$ cat src/source/rob_pkg.sv
`default_nettype none

package rob_pkg;

    localparam int rob_depth = 32;   // buffer entries
    localparam int dec_width = 4;    // dispatch lanes
    localparam int exe_width = 3;    // completion ports
    localparam int com_width = 4;    // commit lanes
    localparam int xlen      = 64;

    localparam int tag_bits   = $clog2(rob_depth);
    localparam int count_bits = tag_bits + 1;   // must hold rob_depth itself

    typedef logic [tag_bits-1:0]   tag_t;
    typedef logic [count_bits-1:0] count_t;
    typedef logic [xlen-1:0]       addr_t;

    // bit 7 flags a fault, bits 6:0 carry the code
    typedef logic [7:0] cause_t;

    localparam addr_t reset_pc = 64'h0000_0000_8000_0000;

    // written at dispatch, read at commit
    typedef struct packed {
        addr_t      pc;
        logic [4:0] rd;
    } rob_dec_t;

    // written at completion, read at commit
    typedef struct packed {
        addr_t  npc;
        cause_t cause;
    } rob_exe_t;

endpackage

`default_nettype wire

$ cat src/source/rob_retire.sv
`timescale 1ns/1ps
`default_nettype none

module rob_retire (
    input  logic              clk,
    input  logic              rst,
    input  rob_pkg::count_t   rob_count,
    input  rob_pkg::rob_dec_t slot_dec  [rob_pkg::com_width],
    input  logic              slot_done [rob_pkg::com_width],
    input  rob_pkg::rob_exe_t slot_exe  [rob_pkg::com_width],
    input  rob_pkg::addr_t    fault_tval,
    input  rob_pkg::addr_t    tvec,
    output rob_pkg::tag_t     front,
    output rob_pkg::tag_t     rd_tag    [rob_pkg::com_width],
    output rob_pkg::count_t   retire_count,
    output logic              com_valid [rob_pkg::com_width],
    output rob_pkg::tag_t     com_tag   [rob_pkg::com_width],
    output rob_pkg::addr_t    com_pc    [rob_pkg::com_width],
    output logic [4:0]        com_rd    [rob_pkg::com_width],
    output logic              redir,
    output rob_pkg::addr_t    redir_pc,
    output logic              exception,
    output rob_pkg::addr_t    epc,
    output rob_pkg::cause_t   cause,
    output rob_pkg::addr_t    tval
);
    import rob_pkg::*;

    addr_t    last_pc;                   // most recently committed entry
    rob_exe_t last_exe;
    logic     last_fault;

    logic [com_width-1:0] lane_redir;    // lane breaks the predicted path
    rob_dec_t             sel_dec;       // youngest lane committing now
    rob_exe_t             sel_exe;

    always_comb begin
        for (int i = 0; i < com_width; i++) begin
            rd_tag[i]  = front + tag_t'(i);
            com_tag[i] = rd_tag[i];
            com_pc[i]  = slot_dec[i].pc;
            com_rd[i]  = slot_dec[i].rd;
        end
    end

    // slot 0 is checked against the registered last commit
    assign last_fault = last_exe.cause[7];
    assign redir      = (rob_count != '0 && slot_dec[0].pc != last_exe.npc) || last_fault;
    assign redir_pc   = last_fault ? tvec : last_exe.npc;
    assign exception  = last_fault;
    assign epc        = last_pc;
    assign cause      = last_exe.cause;
    assign tval       = fault_tval;

    always_comb begin
        lane_redir[0] = redir;
        for (int i = 1; i < com_width; i++) begin
            lane_redir[i] = slot_dec[i].pc != slot_exe[i-1].npc || slot_exe[i-1].cause[7];
        end
    end

    always_comb begin
        logic chain;
        chain        = 1'b1;
        retire_count = '0;
        sel_dec      = slot_dec[0];
        sel_exe      = slot_exe[0];
        for (int i = 0; i < com_width; i++) begin
            com_valid[i] = chain && slot_done[i] && !lane_redir[i] &&
                           count_t'(i) < rob_count;
            chain = com_valid[i];        // stop at the first lane that cannot go
            if (com_valid[i]) begin
                retire_count = retire_count + count_t'(1);
                sel_dec      = slot_dec[i];
                sel_exe      = slot_exe[i];
            end
        end
    end

    always_ff @(posedge clk) begin
        if (rst || redir) begin
            front <= '0;                 // buffer empties with the redirect
        end else begin
            front <= front + tag_t'(retire_count);
        end
    end

    always_ff @(posedge clk) begin
        if (rst) begin
            last_exe.npc   <= reset_pc;
            last_exe.cause <= '0;
        end else if (retire_count != '0) begin
            last_exe <= sel_exe;
        end else if (redir) begin
            last_exe.npc   <= redir_pc;  // fetch restarts here
            last_exe.cause <= '0;
        end
    end

    always_ff @(posedge clk) begin
        if (retire_count != '0) begin
            last_pc <= sel_dec.pc;
        end
    end

    for (genvar i = 1; i < com_width; i++) begin : g_lane_chk
        a_contiguous: assert property (
            @(posedge clk) disable iff (rst) com_valid[i] |-> com_valid[i-1]
        ) else $error("rob_retire: commit lane %0d valid without lane %0d", i, i - 1);
    end

    // the flush reaches dispatch, so the next cycle sees an empty buffer
    a_redir_empties: assert property (
        @(posedge clk) disable iff (rst) redir |=> rob_count == '0 && !redir
    ) else $error("rob_retire: buffer not empty after redirect");

endmodule

`default_nettype wire

$ cat config.mk
export PLATFORM = sky130hd
export DESIGN_NAME = rob_retire
export DESIGN_NICKNAME = d
export VERILOG_FILES = /design/src/source/rob_pkg.sv /design/src/source/rob_retire.sv
export SDC_FILE = /design/constraint.sdc
export NUM_CORES = 1
export LEC_CHECK = 0
export ABC_CLOCK_PERIOD_IN_PS = 7350
export BUFFER_PORTS_ARGS = -buffer_cell sky130_fd_sc_hd__buf_2
export CAP_MARGIN = 20
export CORE_AREA = 2 2 488 490
export DETAILED_ROUTE_END_ITERATION = 10
export DIE_AREA = 0 0 490 492
export MAX_ROUTING_LAYER = met4
export SYNTH_ARGS = -nofsm -noshare
export SYNTH_HDL_FRONTEND = slang
export SYNTH_SLANG_ARGS = --single-unit
export TNS_END_PERCENT = 50
$ cat constraint.sdc
create_clock -name clk -period 7.35 [get_ports clk]
set_input_delay 1.8375 -clock clk [delete_from_list [all_inputs] [get_ports clk]]
set_output_delay 1.8375 -clock clk [all_outputs]
set_load 0.01 [all_outputs]
# ---- Word-level counts from Yosys, hierarchy flattened
# Index checks and enable logic that the tools add are counted.
dict set report totals {
  ramBits 0
  n_memories 0
  latchBits 0
  output_inout_bits 533
  regBits 141
  elab_cells 56
  in_bits 704
  romBits 0
}
dict set report classes {
  n_eq_ne 4
  bitwise 0
  add_sub_neg 7
  n_reduce_logical 24
  n_div 0
  shift 0
  muxes 13
  n_mul 0
  magnitude_cmp 4
}
# op count
set ops {}
lappend ops {{72-bit two-way mux} 5}
lappend ops {{64-bit != test} 4}
lappend ops {{69-bit two-way mux} 3}
lappend ops {{64-bit two-way mux} 1}
lappend ops {{6-bit by 1-bit adder with 6-bit output (second input constant)} 3}
lappend ops {{6-bit two-way mux} 3}
lappend ops {{1-bit logical AND} 12}
lappend ops {{1-bit by 6-bit < comparator with 1-bit output (first input constant)} 2}
lappend ops {{2-bit by 6-bit < comparator with 1-bit output (first input constant)} 2}
lappend ops {{6-bit nonzero test} 2}
lappend ops {{5-bit by 2-bit adder with 5-bit output (second input constant)} 2}
lappend ops {{5-bit by 1-bit adder with 5-bit output (second input constant)} 1}
lappend ops {{5-bit adder} 1}
lappend ops {{1-bit logical OR} 5}
lappend ops {{1-bit zero test} 4}
lappend ops {{2-bit nonzero test} 1}
lappend ops {{1-bit two-way mux} 1}

# ---- Logic depth before layout (Yosys ltp)
dict set report depth {
  ltp_word 18
  ltp_mapped 24
  ltp_nobuf 20
}

# ---- Least setup slack after synthesis
# OpenSTA, ideal clock, no wires.
dict set report synth_path {
  kind {input -> output}
  start {in slot_dec[258] (netlist name)}
  end {out retire_count[1]}
  n_path_buf 5
  required_time_ps 5512
  setup_slack_ps -415
  cell_stages 17
  t_arrival_ps 5928
  cell_sequence {xor2_1 nor4_1 nand4_1 nor4_1 clkbuf_1 clkbuf_1 and2_1 ha_1 a21boi_1 clkbuf_1 clkbuf_1 o21bai_1 ha_1 inv_1 a2111oi_4 clkbuf_1 or2_2}
}
# item line
set synth_rtl {}
lappend synth_rtl {{from (decl)} rob_retire.sv:8} ;# input rob_pkg::rob_dec_t slot_dec [rob_pkg::com_width],
lappend synth_rtl {{to (decl)} rob_retire.sv:15} ;# output rob_pkg::count_t retire_count,

# ---- Final worst setup path
dict set report layout_path {
  start {in slot_dec[192] (netlist name)}
  end {out retire_count[1]}
}
dict set report layout_between {
  elab_chain_len 12
  word_cells_on_any_way 16
  classes_between {add/sub (2); eq/ne (1); mux (3); reduce/logical (10)}
}
# item line
set layout_lines {}
lappend layout_lines {{64-bit != test (*)} rob_retire.sv:58} ;# lane_redir[i] = slot_dec[i].pc != slot_exe[i-1].npc || slot_exe[i-1].cause[7];
lappend layout_lines {{1-bit logical OR (*)} rob_retire.sv:58}
lappend layout_lines {{1-bit zero test (*)} rob_retire.sv:69} ;# com_valid[i] = chain && slot_done[i] && !lane_redir[i] &&
lappend layout_lines {{1-bit logical AND (*) (2 in series)} rob_retire.sv:69}
lappend layout_lines {{parallel branches: the longest is 6 deep, another holds 6-bit by 1-bit adder with 6-bit output} -}
lappend layout_lines {{6-bit two-way mux (*)} rob_retire.sv:72} ;# if (com_valid[i]) begin
# Mark *: on every way between the ends.

==> results.cfg <==
[run_status]
outcome = completed

[synth]
synth-xor-area-share_pct = 11.5
yosys_register_bits = 141
count_of_distinct_cell_types_in_the_synthesized_netlist = 68
muxShareOfSynthArea_pct = 7.15
yosys.cell_count.top_type = sky130_fd_sc_hd__buf_4
synth-edff-count = 64
synth-warning-count = 0
post_synthesis_instance_area_um2 = 17600
synth_compound_area_share_pct = 19.4
post-synth-top-area-cell = sky130_fd_sc_hd__buf_4
main_combinational_cell_family_by_area_after_synthesis = buffers and inverters
synth-simple-area-share_pct = 19.8
post_synth.cell_area_avg_um2 = 7.63
synth_largest_type_area_fraction_pct = 16.1
async_reset_ff_share_pct = 0
instance_count_of_the_mapped_netlist = 2311
synth_flop_cell = sky130_fd_sc_hd__dfxtp_1
part_of_the_yosys_area_used_for_sequential_elements_pct = 19.6
ys_top_cells_by_area = sky130_fd_sc_hd__buf_4 (16%), sky130_fd_sc_hd__edfxtp_1 (11%), sky130_fd_sc_hd__xor2_1 (9.8%)
post_synthesis_adder_cell_area_fraction_pct = 0.894
synthTopCellsByCount = sky130_fd_sc_hd__buf_4 (379), sky130_fd_sc_hd__nand2_1 (294), sky130_fd_sc_hd__xor2_1 (198)

[placed_design]
dpl.cell_count = 6197
gp_congestion = 0.972
io_port_bufs = 1065
detailedPlace.worstSlack_ps = -176
dp_hpwl_um = 282000

[route]
drt-pass1-iter-count = 7
vias_after_detailed_routing = 23200
drt_drc_violations_left = 0
routed_wirelength_um = 307000
drt-vias-per-instance = 3.58
ant_nets = 0
wl_per_cell_um = 47.4
drt_iter0_markers = 2459

[cts]
cts_htree_levels = 4
clk_pin_slew_worst_paths_ps = 70
cts_hold_buf = 0
clock-sinks = 141
clock_network_latency_to_the_later_pin_of_the_worst_skew_pair_ps = 550
cts_tree = built
post_cts.repair.setup_buffers = 0
clock_path_buffers = 2
cts.root.buffer_cell = sky130_fd_sc_hd__clkbuf_16
cts_made_buffers = 17

[worst_setup_path]
setup.worst_path.class = input port to primary output
cp_max_fo = 3
critPathLaunchType = input port
crit_path_end_kind = primary output
crit_arrival_ps = 5420
worstPathRequired_ps = 5510

[run]
max_cap_viol_count = 0

[final_layout]
final-instance-count-excl-fill = 6483
synthToLayoutAreaGrowth_pct = 49.6
fraction_of_final_layout_cells_with_drive_strength_greater_than_1_pct = 45.6
nets = 3767

[grt]
vias_in_the_first_global_route = 21700
grt_antenna_before_repair = 329
grt_pass1_wl_um = 357000
grt-ovfl-total = 0
grt_start_max_net_pins = 65
grt_use_total_pct = 25.3

[floorplanning]
starting_utilization_of_the_core_area_pct = 7.46
die-area_um2 = 241000
chipWidth_um = 490
io-pin-count = 1237
fp-row-count = 179
vert_die_dim_um = 492
floorplan.core_area_um2 = 236000

[sta]
fin_worst_skew_ps = 12.2
worstMarginPinSlew_ps = 1180
drv_slew = 0
setup_violations = 0
finalCritPeriodShare_pct = 98.7
postLayoutSetupSlackWorst_ps = 94.8
setup_total_negative_slack_ps = 0
fmaxAchievable_mhz = 138
fin_crit_ps = 7260
timing.slew.headroom_pct = 21.2
report.final.hold_viol_count = 0

[power]
switching_power_w = 0.00139
p_clk_share_pct = 34.2
power.ir.vdd_worst_mv = 0.218
part_of_the_total_power_dissipated_in_combinational_logic_pct = 39.0
seq_power_share_pct = 26.8
power_report.internal_total_w = 0.00167
power_per_cell_area_nw_per_um2 = 116
power.share.switching_pct = 45.4
leakage_nw = 11.2

[hold_path]
hold_path.class = register to register
-- path summary, 6_finish.rpt --
kind	start	to	slack, ps	cells past startpoint
hold / removal	cause[6]	cause[6]	560	2
setup reg to reg	last_exe[17]	epc[45]	2000	20
hold reg to reg	cause[6]	cause[6]	560	2
setup / recovery	slot_dec[192]	retire_count[1]	90	16
-- sequential cells by signal, indices dropped and copies added, names as in the netlist --
| name | flops |
|---|---|
| front | 5 |
| cause | 8 |
| last_exe | 64 |
| epc | 64 |
-- final cells by class --
type                       count  area, µm²
timing repair buffer        1245       6820
tap                         3167       3960
sequential                   141       3470
multi-input combinational   1550      10500
clock inverter                12        116
clock buffer                  20        479
fill                       27700     210000
inverter                      96        363
antenna                      252        631
-- critical path: stages --
cell and delay, ps:
sky130_fd_sc_hd__buf_2 280, sky130_fd_sc_hd__xor2_1 140, sky130_fd_sc_hd__nor4_2 530, sky130_fd_sc_hd__buf_4 210
sky130_fd_sc_hd__nand4_1 170, sky130_fd_sc_hd__nor4_1 220, sky130_fd_sc_hd__buf_4 170, sky130_fd_sc_hd__nand4_1 180
sky130_fd_sc_hd__inv_2 120, sky130_fd_sc_hd__ha_1 250, sky130_fd_sc_hd__xnor2_1 140, sky130_fd_sc_hd__ha_1 280
sky130_fd_sc_hd__inv_1 60, sky130_fd_sc_hd__a2111oi_4 390, sky130_fd_sc_hd__or2_4 260, sky130_fd_sc_hd__buf_2 170
-- per-layer routing --
metal	up-vias	track usage, %	part of all wire (%)
met4	0	6.90	3.4
met3	378	13.3	13
met1	11200	29.7	41
met2	1920	37.3	42
li1	9685	-	-
met5	-	-	0
-- stage by stage --
step	instance area (µm²)	hold WS [ps]	power [W]	util (%)
after global placement	25100	547	0.00205	10.6
after global routing	26300	583	0.00314	11.1
after floorplan	17700	438	0.00125	-
after CTS	25700	559	0.00313	10.9
after detailed placement	25100	538	0.00204	10.6
final	26400	556	0.00305	11.2
-- repair_timing --
action,CTS,global route
endpoints found under the setup margin,2,2
pin swaps,0,1
gates resized for setup,5,3
-- cells in the final DEF (no fill, tap or decap), types with 19 or more instances in the layout --
master	n
sky130_fd_sc_hd__nand2_1	294
sky130_fd_sc_hd__mux2i_1	99
sky130_fd_sc_hd__mux2_2	20
sky130_fd_sc_hd__nand4_1	30
sky130_fd_sc_hd__xor2_1	198
sky130_fd_sc_hd__buf_4	167
sky130_fd_sc_hd__clkbuf_16	19
sky130_fd_sc_hd__diode_2	252
sky130_fd_sc_hd__buf_2	1066
sky130_fd_sc_hd__nand3_1	41
sky130_fd_sc_hd__inv_1	93
sky130_fd_sc_hd__o21bai_1	28
sky130_fd_sc_hd__o21ai_0	92
sky130_fd_sc_hd__o41ai_1	44
sky130_fd_sc_hd__xnor2_1	34
sky130_fd_sc_hd__a221o_1	22
sky130_fd_sc_hd__dfxtp_1	76
sky130_fd_sc_hd__a31oi_1	82
sky130_fd_sc_hd__a31o_2	63
sky130_fd_sc_hd__nor2b_1	79
sky130_fd_sc_hd__a211o_1	21
sky130_fd_sc_hd__edfxtp_1	64
sky130_fd_sc_hd__o31ai_1	44
sky130_fd_sc_hd__nor4_1	71
sky130_fd_sc_hd__nor2_1	109
-- power groups by stage --
stage / clock [W] / sequential [W] / combinational, W
after global placement: 0 / 0.000835 / 0.00121
final: 0.00104 / 0.000817 / 0.00119
after global routing: 0.00110 / 0.000817 / 0.00122
after CTS: 0.00110 / 0.000817 / 0.00121
after detailed placement: 0 / 0.000835 / 0.00121
after floorplan: 0 / 0.000836 / 0.000415
-- cells by family (layout without fill, tap and decap cells) --
kind of cell,after synthesis,count (layout)
adder cells (fa/ha/maj),12,12
multiplexers,123,123
buffers and inverters,623,1373
XOR/XNOR,232,232
flip-flops,141,141
AO/OA/AOI/OAI,466,466
other,1,256
AND/OR/NAND/NOR,713,713
No activity file was read; power rests on OpenSTA's default activity.
